--- src/design/invaders_consts.svh ---
`ifndef INVADERS_CONSTS_SVH
`define INVADERS_CONSTS_SVH

// Anything at or beyond the visible area of the raster is blanked
`define INV_SCREEN_W 640
`define INV_SCREEN_H 480

// Every raster and object coordinate is carried in this many bits
`define INV_COORD_W 11

// Pixel colours, 8 bits per pixel
`define INV_COLOR_BG      8'h48
`define INV_COLOR_FG      8'hDD
`define INV_COLOR_WOUNDED 8'h3C
`define INV_COLOR_NULL    8'h00

// One invader cell is CELL pixels wide and the ship block uses the same size
`define INV_CELL 32

// Row boxes are inclusive on both ends, so a row spans LEN+1 pixels
`define INV_ROW_LEN 350
`define INV_ROW_H   30
`define INV_COLS    11
`define INV_ROWS    3
`define INV_GRID_X  128
`define INV_ROW0_Y  64
`define INV_ROW1_Y  96
`define INV_ROW2_Y  128

// Player ship, which only moves horizontally
`define INV_PLAYER_X0   320
`define INV_PLAYER_Y    416
`define INV_PLAYER_XMAX 608

// Bullet spawn offsets relative to the ship, and climb per frame (also its size)
`define INV_BULLET_DX   14
`define INV_BULLET_DY   8
`define INV_BULLET_STEP 4

`endif

--- src/design/invaders_pkg.sv ---
`include "invaders_consts.svh"

package invaders_pkg;

	// Screen coordinate, wide enough for the raster counters
	typedef logic [`INV_COORD_W-1:0] coord_t;

	// One pixel colour
	typedef logic [7:0] color_t;

	// One bit per invader in a row
	// Bit 0 is the leftmost column
	typedef logic [`INV_COLS-1:0] row_mask_t;

	// A single bullet can be on screen at a time
	typedef enum logic
	{
		BULLET_IDLE,
		BULLET_FLYING
	} bullet_state_t;

endpackage

--- src/design/player_ctrl.sv ---
`timescale 1ns/1ps
`include "invaders_consts.svh"

module player_ctrl (
	input  logic                 clk,
	input  logic                 arst_n,
	input  logic                 frame_tick,
	input  logic                 btn_left,
	input  logic                 btn_right,
	output invaders_pkg::coord_t player_x
);

	import invaders_pkg::*;

	coord_t x_next;

	// Next position, evaluated every cycle but only taken on a frame tick
	// Both tests are independent, so with both buttons held the right move
	// overrides the left one
	always_comb
	begin
		x_next = player_x;
		if (btn_left && player_x > coord_t'(1))
		begin
			x_next = player_x - coord_t'(1);
		end
		if (btn_right && player_x < coord_t'(`INV_PLAYER_XMAX))
		begin
			x_next = player_x + coord_t'(1);
		end
	end

	// The ship moves at most one pixel per frame
	always_ff @(posedge clk or negedge arst_n)
	begin
		if (!arst_n)
		begin
			player_x <= coord_t'(`INV_PLAYER_X0);
		end
		else if (frame_tick)
		begin
			player_x <= x_next;
		end
	end

endmodule

--- src/design/bullet_ctrl.sv ---
`timescale 1ns/1ps
`include "invaders_consts.svh"

module bullet_ctrl (
	input  logic                 clk,
	input  logic                 arst_n,
	input  logic                 frame_tick,
	input  logic                 btn_fire,
	input  logic                 hit,
	input  invaders_pkg::coord_t player_x,
	output invaders_pkg::coord_t bullet_x,
	output invaders_pkg::coord_t bullet_y,
	output logic                 bullet_active
);

	import invaders_pkg::*;

	bullet_state_t state;

	// Spawn point sits above the middle of the ship
	coord_t spawn_x;

	assign spawn_x = coord_t'(player_x + `INV_BULLET_DX);

	// Only a flying bullet is drawn or can hit anything
	assign bullet_active = (state == BULLET_FLYING);

	// A hit comes from the invader grid and always wins over the frame update
	// The frame update either launches a new bullet or moves the current one
	always_ff @(posedge clk or negedge arst_n)
	begin
		if (!arst_n)
		begin
			state    <= BULLET_IDLE;
			bullet_x <= '0;
			bullet_y <= '0;
		end
		else if (hit)
		begin
			state <= BULLET_IDLE;
		end
		else if (frame_tick)
		begin
			case (state)
				BULLET_IDLE:
				begin
					// Fire is sampled once per frame
					if (btn_fire)
					begin
						state    <= BULLET_FLYING;
						bullet_x <= spawn_x;
						bullet_y <= coord_t'(`INV_PLAYER_Y - `INV_BULLET_DY);
					end
				end
				BULLET_FLYING:
				begin
					// The bullet spends one frame on the top line before it expires
					if (bullet_y == '0)
					begin
						state <= BULLET_IDLE;
					end
					else if (bullet_y < coord_t'(`INV_BULLET_STEP))
					begin
						bullet_y <= '0;
					end
					else
					begin
						bullet_y <= bullet_y - coord_t'(`INV_BULLET_STEP);
					end
				end
				default:
				begin
					state <= BULLET_IDLE;
				end
			endcase
		end
	end

endmodule

--- src/design/invader_grid.sv ---
`timescale 1ns/1ps
`include "invaders_consts.svh"

module invader_grid (
	input  logic                 clk,
	input  logic                 arst_n,
	input  invaders_pkg::coord_t x,
	input  invaders_pkg::coord_t y,
	input  invaders_pkg::coord_t bullet_x,
	input  invaders_pkg::coord_t bullet_y,
	input  logic                 bullet_active,
	output logic                 hit,
	output logic                 inv_here,
	output invaders_pkg::color_t inv_color
);

	import invaders_pkg::*;

	localparam coord_t GRID_X  = coord_t'(`INV_GRID_X);
	localparam coord_t ROW_LEN = coord_t'(`INV_ROW_LEN);
	localparam coord_t ROW_H   = coord_t'(`INV_ROW_H);
	localparam coord_t ROW_TOP [`INV_ROWS] = '{
		coord_t'(`INV_ROW0_Y),
		coord_t'(`INV_ROW1_Y),
		coord_t'(`INV_ROW2_Y)
	};

	// A set bit in alive means the invader is still on screen
	// A cleared bit in healthy means it has already taken one hit
	row_mask_t alive   [`INV_ROWS];
	row_mask_t healthy [`INV_ROWS];

	// Row and column under the bullet and under the current pixel
	logic [1:0] b_row;
	logic [1:0] p_row;
	logic [3:0] b_col;
	logic [3:0] p_col;
	logic       b_in_row;
	logic       p_in_row;

	// Returns the row box holding the point, and the lowest row number wins
	// The value INV_ROWS means that no row holds it
	function automatic logic [1:0] row_select(input coord_t px, input coord_t py);
		logic [1:0] sel;
		sel = 2'(`INV_ROWS);
		if (px >= GRID_X && px <= GRID_X + ROW_LEN)
		begin
			// Walk downwards so that the lowest matching row is written last
			for (int r = `INV_ROWS - 1; r >= 0; r--)
			begin
				if (py >= ROW_TOP[r] && py <= ROW_TOP[r] + ROW_H)
				begin
					sel = 2'(r);
				end
			end
		end
		return sel;
	endfunction

	// The column index inside a row only means something when the point is in a row box
	function automatic logic [3:0] col_select(input coord_t px);
		coord_t offset;
		offset = px - GRID_X;
		return 4'(offset / coord_t'(`INV_CELL));
	endfunction

	assign b_row    = row_select(bullet_x, bullet_y);
	assign p_row    = row_select(x, y);
	assign b_col    = col_select(bullet_x);
	assign p_col    = col_select(x);
	assign b_in_row = (b_row != 2'(`INV_ROWS));
	assign p_in_row = (p_row != 2'(`INV_ROWS));

	// A hit is seen only on the one raster pixel that sits on the bullet,
	// which makes it a single-cycle pulse per frame
	assign hit = bullet_active && (x == bullet_x) && (y == bullet_y)
		&& b_in_row && alive[b_row][b_col];

	// Invader under the current pixel, drawn as a solid block
	assign inv_here  = p_in_row && alive[p_row][p_col];
	assign inv_color = (p_in_row && !healthy[p_row][p_col]) ?
		`INV_COLOR_WOUNDED : `INV_COLOR_FG;

	// First hit wounds, second hit removes
	always_ff @(posedge clk or negedge arst_n)
	begin
		if (!arst_n)
		begin
			for (int r = 0; r < `INV_ROWS; r++)
			begin
				alive[r]   <= '1;
				healthy[r] <= '1;
			end
		end
		else if (hit)
		begin
			if (healthy[b_row][b_col])
			begin
				healthy[b_row][b_col] <= 1'b0;
			end
			else
			begin
				alive[b_row][b_col] <= 1'b0;
			end
		end
	end

endmodule

--- src/design/pixel_painter.sv ---
`timescale 1ns/1ps
`include "invaders_consts.svh"

module pixel_painter (
	input  logic                 clk,
	input  logic                 arst_n,
	input  invaders_pkg::coord_t x,
	input  invaders_pkg::coord_t y,
	input  invaders_pkg::coord_t player_x,
	input  invaders_pkg::coord_t bullet_x,
	input  invaders_pkg::coord_t bullet_y,
	input  logic                 bullet_active,
	input  logic                 inv_here,
	input  invaders_pkg::color_t inv_color,
	output invaders_pkg::color_t rgb
);

	import invaders_pkg::*;

	logic   on_screen;
	logic   on_ship;
	logic   on_bullet;
	color_t color_next;

	assign on_screen = (x < coord_t'(`INV_SCREEN_W)) && (y < coord_t'(`INV_SCREEN_H));

	// The ship block is inclusive on both ends
	assign on_ship = (x >= player_x) && (x <= player_x + coord_t'(`INV_CELL))
		&& (y >= coord_t'(`INV_PLAYER_Y))
		&& (y <= coord_t'(`INV_PLAYER_Y + `INV_CELL));

	// The bullet block is a small square anchored at its top-left corner
	assign on_bullet = bullet_active
		&& (x >= bullet_x) && (x <= bullet_x + coord_t'(`INV_BULLET_STEP))
		&& (y >= bullet_y) && (y <= bullet_y + coord_t'(`INV_BULLET_STEP));

	// Later layers overwrite earlier ones, so the bullet is always on top
	always_comb
	begin
		if (!on_screen)
		begin
			color_next = `INV_COLOR_NULL;
		end
		else
		begin
			color_next = `INV_COLOR_BG;
			if (inv_here)
			begin
				color_next = inv_color;
			end
			if (on_ship)
			begin
				color_next = `INV_COLOR_FG;
			end
			if (on_bullet)
			begin
				color_next = `INV_COLOR_FG;
			end
		end
	end

	// Output register, one pixel of latency
	always_ff @(posedge clk or negedge arst_n)
	begin
		if (!arst_n)
		begin
			rgb <= `INV_COLOR_NULL;
		end
		else
		begin
			rgb <= color_next;
		end
	end

endmodule

--- src/design/invaders_top.sv ---
`timescale 1ns/1ps

module invaders_top (
	input  logic                 clk,
	input  logic                 arst_n,
	input  invaders_pkg::coord_t x,
	input  invaders_pkg::coord_t y,
	input  logic                 btn_left,
	input  logic                 btn_right,
	input  logic                 btn_fire,
	output invaders_pkg::color_t rgb
);

	import invaders_pkg::*;

	logic   frame_tick;
	logic   hit;
	logic   bullet_active;
	logic   inv_here;
	coord_t player_x;
	coord_t bullet_x;
	coord_t bullet_y;
	color_t inv_color;

	// The raster origin marks the start of a frame
	// It lasts one cycle because the raster moves on every clock
	assign frame_tick = (x == '0) && (y == '0);

	player_ctrl u_player (
		.clk        (clk),
		.arst_n     (arst_n),
		.frame_tick (frame_tick),
		.btn_left   (btn_left),
		.btn_right  (btn_right),
		.player_x   (player_x)
	);

	// The bullet reacts to hits, the grid decides them
	bullet_ctrl u_bullet (
		.clk           (clk),
		.arst_n        (arst_n),
		.frame_tick    (frame_tick),
		.btn_fire      (btn_fire),
		.hit           (hit),
		.player_x      (player_x),
		.bullet_x      (bullet_x),
		.bullet_y      (bullet_y),
		.bullet_active (bullet_active)
	);

	invader_grid u_grid (
		.clk           (clk),
		.arst_n        (arst_n),
		.x             (x),
		.y             (y),
		.bullet_x      (bullet_x),
		.bullet_y      (bullet_y),
		.bullet_active (bullet_active),
		.hit           (hit),
		.inv_here      (inv_here),
		.inv_color     (inv_color)
	);

	pixel_painter u_painter (
		.clk           (clk),
		.arst_n        (arst_n),
		.x             (x),
		.y             (y),
		.player_x      (player_x),
		.bullet_x      (bullet_x),
		.bullet_y      (bullet_y),
		.bullet_active (bullet_active),
		.inv_here      (inv_here),
		.inv_color     (inv_color),
		.rgb           (rgb)
	);

endmodule

--- config.mk ---
export PLATFORM = sky130hd
export DESIGN_NAME = invaders_top
export DESIGN_NICKNAME = d
export VERILOG_FILES = /design/src/design/invaders_pkg.sv /design/src/design/player_ctrl.sv /design/src/design/bullet_ctrl.sv /design/src/design/invader_grid.sv /design/src/design/pixel_painter.sv /design/src/design/invaders_top.sv
export VERILOG_INCLUDE_DIRS = /design/src /design/src/design
export SDC_FILE = /design/constraint.sdc
export NUM_CORES = 1
export LEC_CHECK = 0
export BUFFER_PORTS_ARGS = -buffer_cell sky130_fd_sc_hd__buf_4
export CORE_UTILIZATION = 25
export CTS_CLUSTER_DIAMETER = 120
export DETAILED_ROUTE_END_ITERATION = 8
export MAX_ROUTING_LAYER = met4
export PLACE_DENSITY = 0.49
export SLEW_MARGIN = 15
export SYNTH_ARGS = -nofsm -noshare
export SYNTH_HDL_FRONTEND = slang
export SYNTH_SLANG_ARGS = --single-unit
--- constraint.sdc ---
create_clock -name clk -period 8.3 [get_ports clk]
set_input_delay 1.245 -clock clk [delete_from_list [all_inputs] [get_ports clk]]
set_output_delay 1.245 -clock clk [all_outputs]
set_load 0.01 [all_outputs]
### Word level (Yosys, flattened, before mapping)

Index checks and enable logic that the tools add are counted.

* add/sub/neg operators: 9
* order comparisons: 35
* equal/unequal tests: 6
* multiplexer cells: 48
* bitwise gates (word level): 8
* reductions and logical operators: 38

Operators by type and width (number)
* two-way mux 11 bit: 14
* binary-select mux 11 bit (select 2 bit): 4
* bitwise AND 33 bit: 2
* >= comparator 11 x 7 -> 1 bit (second input constant): 4
* >= comparator 11 x 8 -> 1 bit (second input constant): 4
* less-or-equal comparator 11 x 7 -> 1 bit (second input constant): 4
* two-way mux 8 bit: 5
* >= comparator 11 bit: 3
* less-or-equal comparator 11 bit: 3
* less-or-equal comparator 11 x 9 -> 1 bit (second input constant): 3
* logical NOT 11 bit: 3
* inverter 33 bit: 1
* logical AND 1 bit: 27
* adder 11 x 3 -> 11 bit (second input constant): 2
* demux 11 bit (select 2 bit): 1
* equality test 11 bit: 2
* less-or-equal comparator 11 x 8 -> 1 bit (second input constant): 2
* less-than comparator 11 x 10 -> 1 bit (second input constant): 2
* case mux 11 bit (2 select lines): 1
* subtractor 9 x 8 -> 9 bit (second input constant): 2
* binary-select mux 1 bit (select 4 bit): 4
* two-way mux 2 bit: 6
* adder 11 x 1 -> 11 bit (second input constant): 1
* adder 11 x 4 -> 11 bit (second input constant): 1
* other kinds (21): 43

* bits in registers: 108
* input port bits: 27
* output and inout bits: 8
* word-level logic and storage cells: 155

### Logic depth before layout (Yosys ltp)

* depth in word-level cells: 19
* mapped depth: 14
* gate-level depth less buffers: 13

### Modules after synthesis

A second synthesis with hierarchy kept.

* cell total of the unflattened synthesis: 953
* area, all modules: 8959.8 um^2

Modules (own cells, without submodules)
* invader_grid: instances 1, cells an instance 470, area an instance 4847.1 um^2, seq. area each 1734.2 um^2
* pixel_painter: instances 1, cells an instance 264, area an instance 2070.7 um^2, seq. area each 200.2 um^2
* bullet_ctrl: instances 1, cells an instance 128, area an instance 1201.2 um^2, seq. area each 525.5 um^2
* player_ctrl: instances 1, cells an instance 84, area an instance 789.5 um^2, seq. area each 277.8 um^2
* invaders_top: instances 1, cells an instance 7, area an instance 51.3 um^2, seq. area each 0.0 um^2

### Worst setup path after synthesis

Ideal clock, no wire load.

* kind: input to register
* from: input x[10]
* to: register u_bullet.bullet_y[4]
* library setup time: 0.125 ns
* arrival: 3.564 ns
* required time: 8.175 ns
* setup slack: 4.611 ns
* stages: 10
* path buffers: 2
* cells stage by stage: or2_1 -> clkbuf_1 -> or3_1 -> or4_1 -> a311o_1 -> a211o_1 -> o22a_1 -> buf_2 -> o21ai_0 -> o21ai_1

* word-level cells in the longest chain between the ends: 7
* elaborated cells between the ends (all ways): 9
* classes of those cells: eq/ne: 1; bitwise: 1; reduce/logical: 7

RTL lines
* start: declaration: line invaders_top.sv:6 `input invaders_pkg::coord_t x,`
* equality test 11 bit: line invader_grid.sv:76 `assign hit = bullet_active && (x == bullet_x) && (y == bullet_y)`
* logical AND 1 bit (2 in a row): line invader_grid.sv:76
* logical AND 1 bit (2 in a row): line invader_grid.sv:77 `&& b_in_row && alive[b_row][b_col];`
* inverter 1 bit (no line)
* AND reduction 4 bit (no line) *
* end signal: assignment: line bullet_ctrl.sv:52 `` bullet_y <= coord_t'(`INV_PLAYER_Y - `INV_BULLET_DY); ``
* end signal: assignment: line bullet_ctrl.sv:68 `` bullet_y <= bullet_y - coord_t'(`INV_BULLET_STEP); ``
* end: declaration: line bullet_ctrl.sv:12 `output invaders_pkg::coord_t bullet_y,`

Every way passes the cells marked *; elsewhere a longest branch is shown, timed or not.
A chain may end at the register's enable or synchronous reset.

### Final worst setup path

* from: input x[6]
* to: register u_painter.rgb[6]

* word-level cells in the longest chain between the ends: 16
* elaborated cells between the ends (all ways): 38
* classes of those cells: add/sub: 1; order compare: 7; eq/ne: 1; mux: 16; bitwise: 1; reduce/logical: 12

RTL lines
* >= comparator 11 x 8 -> 1 bit or less-or-equal comparator 11 x 9 -> 1 bit (tied branches): line invader_grid.sv:46 `if (px >= GRID_X && px <= GRID_X + ROW_LEN)`
* logical AND 1 bit: line invader_grid.sv:46
* two-way mux 2 bit: line invader_grid.sv:46
* inverter 2 -> 3 bit (not written as such): line invader_grid.sv:80, invader_grid.sv:81
* binary-select mux 11 bit (select 2 bit): line invader_grid.sv:81 `assign inv_color = (p_in_row && !healthy[p_row][p_col]) ?`
* two-way mux 11 bit (not written as such) (2 in a row): line invader_grid.sv:81
* binary-select mux 1 bit (select 4 bit): line invader_grid.sv:81
* two-way mux 1 bit (not written as such): line invader_grid.sv:81
* logical NOT 1 bit: line invader_grid.sv:81
* logical AND 1 bit: line invader_grid.sv:81
* two-way mux 8 bit (no line)
* two-way mux 8 bit: line pixel_painter.sv:47 `if (inv_here)`
* two-way mux 8 bit: line pixel_painter.sv:51 `if (on_ship)`
* two-way mux 8 bit: line pixel_painter.sv:55 `if (on_bullet)`
* two-way mux 8 bit *: line pixel_painter.sv:40 `if (!on_screen)`
* named net u_painter.color_next[6]: line pixel_painter.sv:23 `color_t color_next;`
* end signal: assignment: line pixel_painter.sv:67 `` rgb <= `INV_COLOR_NULL; ``
* end signal: assignment: line pixel_painter.sv:71 `rgb <= color_next;`
* end: declaration: line pixel_painter.sv:15 `output invaders_pkg::color_t rgb`

Mark *: on every way through the listed nets, which the timed path passes. The rest lies on a longest branch. The select of a mux whose other input is x is not followed.

==> impl_metrics.env <==
export IMPL_outcome="finished, final reports clean"
export IMPL_clkSinkCount=103
export IMPL_cp_cell_sequence="buf_4, nor4_1, a31oi_1, nor4_2, a211oi_1, o32ai_1, mux2i_1, o211a_1, a21boi_0"
export IMPL_grt_pass1_wl_mm=41.7
export IMPL_totalPowerFinal_mw=1.03
export IMPL_number_of_buffers_added_on_ports=33
export IMPL_timing_worst_slew_pin_value_ns=1.07
export IMPL_vias_in_the_first_global_route=6818
export IMPL_worst_path_max_delay_cell="sky130_fd_sc_hd__nor4_2"
export IMPL_nets=979
export IMPL_vias_per_cell=5.30
export IMPL_worst_endpoint_required_ns=8.58
export IMPL_grt_total_usage=0.168
export IMPL_die_w_um=183
export IMPL_clk_transition_reported_paths_ns=0.08
export IMPL_ys_warn_count=0
export IMPL_cts_max_level=3
export IMPL_design_portCount=35
export IMPL_wl_per_cell_um=20.2
export IMPL_finClkSkew_ns=0.0177
export IMPL_antenna_violating_nets_post_route=0
export IMPL_postSynthNetCount=976
export IMPL_cts_resized_gates=0
export IMPL_yosys_register_bits=103
export IMPL_postSynth_asyncResetShare=1.00
export IMPL_drt_pre_antenna_iters=5
export IMPL_antennaDiodeCount=0
export IMPL_critPathArrivalTime_ns=4.41
export IMPL_clockBufferDepth=2
export IMPL_chipHeight_um=183
export IMPL_holdCritPathClass="reg2reg"
export IMPL_drt_wl_total_mm=26.7
export IMPL_power_density_nw_per_um2=113
export IMPL_die_area_um2=33500
export IMPL_cp_start_kind="primary input"
export IMPL_critical_path_class="in2reg"
export IMPL_critical_path_endpoint_type="flip-flop"
export IMPL_grt_antenna_before_repair=0
export IMPL_fin_crit_sh=0.497
export IMPL_cts_setup_buffers=0
export IMPL_initial_core_utilization=0.257
export IMPL_syn_instance_count=874
export IMPL_tritoncts="yes"
export IMPL_synth_seq_area_share=0.325
export IMPL_drc=0
export IMPL_cts_hold_fix_buffers=0
export IMPL_worst_path_dominant_cell_family="simple AND/OR/NAND/NOR gates"
export IMPL_syn_cell_area_um2=8190
export IMPL_gr_total_overflow=0
export IMPL_final_layout_size_suffix_gt1_frac=0.185
export IMPL_hold_ws_ns=0.461
export IMPL_synthToLayoutAreaGrowth_pct=11.1
export IMPL_crit_path_max_incr_delay_ns=0.86
export IMPL_leakage_nw=3.42
export IMPL_hpwl_mm=20.0
export IMPL_max_slew_margin=0.284
export IMPL_route_vias_total=6985
export IMPL_cts_root_buf="sky130_fd_sc_hd__clkbuf_16"
export IMPL_clk_latency_ns=0.38
export IMPL_numCtsBuffers=9
export IMPL_synth_edff_count=0
export IMPL_coreArea_um2=31900
export IMPL_synthesis_area_per_instance_um2=9.37
export IMPL_floorplan_rows=65
export IMPL_setup_repair_after_global_routing_missed_its_margin="no"
export IMPL_max_cap_violations=0
export IMPL_fmaxAchievable_mhz=242
export IMPL_post_route_min_period_ns=4.13
export IMPL_slew_violations=0
export IMPL_crit_path_max_fanout=24
export IMPL_routability_congestion_estimate=0.913
export IMPL_synth_top_flop_cell="sky130_fd_sc_hd__dfstp_2"
export IMPL_finalSetupViolations=0
export IMPL_post_synth_num_cell_types=84
export IMPL_hold_viol_final=0
export IMPL_timing_setup_tns_ns=0
export IMPL_critPathBufInv=1
export IMPL_power_ir_vdd_worst_mv=0.0703
export IMPL_detailedRoute_firstIterationViolations=650
export IMPL_grt_start_max_net_pins=64
-- final timing paths --
check / startpoint / endpoint / slack (ns) / cells past startpoint
max: x[6] / u_painter.rgb[6] / 4.17 / 9
min in group asynchronous: arst_n / u_player.player_x[3] / 0.87 / 1
max reg2reg: u_bullet.bullet_x[7] / u_grid.healthy[26] / 4.51 / 9
max in group asynchronous: arst_n / u_bullet.bullet_x[5] / 6.25 / 2
min reg2reg: u_grid.alive[15] / u_grid.alive[15] / 0.46 / 1
min: u_grid.alive[15] / u_grid.alive[15] / 0.46 / 1
-- cell usage after synthesis (18+ instances only) --
cell type / count / share of area
sky130_fd_sc_hd__o21ai_0: 33 / 0.020
sky130_fd_sc_hd__clkbuf_1: 30 / 0.014
sky130_fd_sc_hd__nor3_1: 18 / 0.011
sky130_fd_sc_hd__nor2_1: 58 / 0.027
sky130_fd_sc_hd__a21oi_1: 36 / 0.022
sky130_fd_sc_hd__ha_1: 75 / 0.11
sky130_fd_sc_hd__xnor2_1: 35 / 0.037
sky130_fd_sc_hd__dfrtp_1: 35 / 0.11
sky130_fd_sc_hd__inv_1: 43 / 0.020
sky130_fd_sc_hd__dfstp_2: 68 / 0.22
sky130_fd_sc_hd__o31a_1: 70 / 0.075
sky130_fd_sc_hd__nand2_1: 54 / 0.025
sky130_fd_sc_hd__nand3_1: 37 / 0.023
-- cells by family after synthesis --
group / count (synthesis) / share of synthesized area
buffers and inverters: 99 / 0.0558
other: 1 / 0.000458
adder cells (fa/ha/maj): 75 / 0.115
flip-flops: 103 / 0.325
AO/OA/AOI/OAI: 275 / 0.252
XOR/XNOR: 38 / 0.0407
multiplexers: 28 / 0.0460
AND/OR/NAND/NOR: 255 / 0.165
-- cell usage in the layout (no fill, tap or decap), types with 6 or more instances in the layout --
master                       n
sky130_fd_sc_hd__mux2i_1    14
sky130_fd_sc_hd__a21o_1     17
sky130_fd_sc_hd__or3_1       6
sky130_fd_sc_hd__nor2_1     58
sky130_fd_sc_hd__o211ai_1   11
sky130_fd_sc_hd__nor3_1     18
sky130_fd_sc_hd__nor2b_1     9
sky130_fd_sc_hd__o21a_1     12
sky130_fd_sc_hd__o311ai_0    6
sky130_fd_sc_hd__a31oi_1     7
sky130_fd_sc_hd__mux2_2      7
sky130_fd_sc_hd__clkbuf_16   9
sky130_fd_sc_hd__nand2_1    54
sky130_fd_sc_hd__dfstp_2    68
sky130_fd_sc_hd__buf_4      43
sky130_fd_sc_hd__a21oi_1    36
sky130_fd_sc_hd__mux4_2      7
sky130_fd_sc_hd__nand4_1    14
sky130_fd_sc_hd__inv_1      43
sky130_fd_sc_hd__nand3_1    37
sky130_fd_sc_hd__o31ai_1     8
sky130_fd_sc_hd__o31a_1     70
sky130_fd_sc_hd__nand2b_1   11
sky130_fd_sc_hd__a22oi_1     6
sky130_fd_sc_hd__dfrtp_1    35
sky130_fd_sc_hd__xnor2_1    35
sky130_fd_sc_hd__a211oi_1    8
sky130_fd_sc_hd__a211o_1     7
sky130_fd_sc_hd__nor4_1      9
sky130_fd_sc_hd__ha_1       75
sky130_fd_sc_hd__o21ai_0    33
-- report_power, final --
group          internal [mW]  switching (mW)  total (mW)  leakage (nW)
logic                 0.0299          0.0538      0.0837          2.18
clock network          0.216           0.227       0.443         0.150
registers              0.504       0.0000756       0.504          1.09
total                  0.749           0.281        1.03          3.42
-- per-layer routing --
layer | global-route usage | vias to the layer above | wire length [µm]
met5 | - | - | 0
met2 | 0.256 | 218 | 12000
met3 | 0.0201 | 33 | 1070
met1 | 0.230 | 3423 | 13000
met4 | 0.0540 | 0 | 568
li1 | - | 3311 | -
-- registers in the layout (all words and copies together), names as in the netlist --
| name | cells |
|---|---|
| u_grid.alive | 33 |
| u_player.player_x | 11 |
| u_bullet.bullet_x | 11 |
| u_grid.healthy | 33 |
| u_painter.rgb | 5 |
| u_bullet.bullet_active | 1 |
| u_bullet.bullet_y | 9 |
-- final cells by class --
type / instances / area, µm²
clock inverters: 7 / 83.8
well taps: 435 / 544
clock buffers: 9 / 225
fillers: 3435 / 22800
repair buffers: 43 / 323
multi-input cells: 672 / 5080
flip-flops and latches: 103 / 2660
inverters: 48 / 180
-- stage by stage --
stage	instances	util	setup WS, ns	instance area [µm²]
after floorplan	874	-	4.61	8190
final	1317	0.285	4.17	9100
after global placement	1301	0.275	3.43	8780
after CTS	1317	0.285	4.29	9100
after detailed placement	1301	0.276	3.92	8790
after global routing	1317	0.285	4.07	9100
No activity file was read; power rests on OpenSTA's default activity.
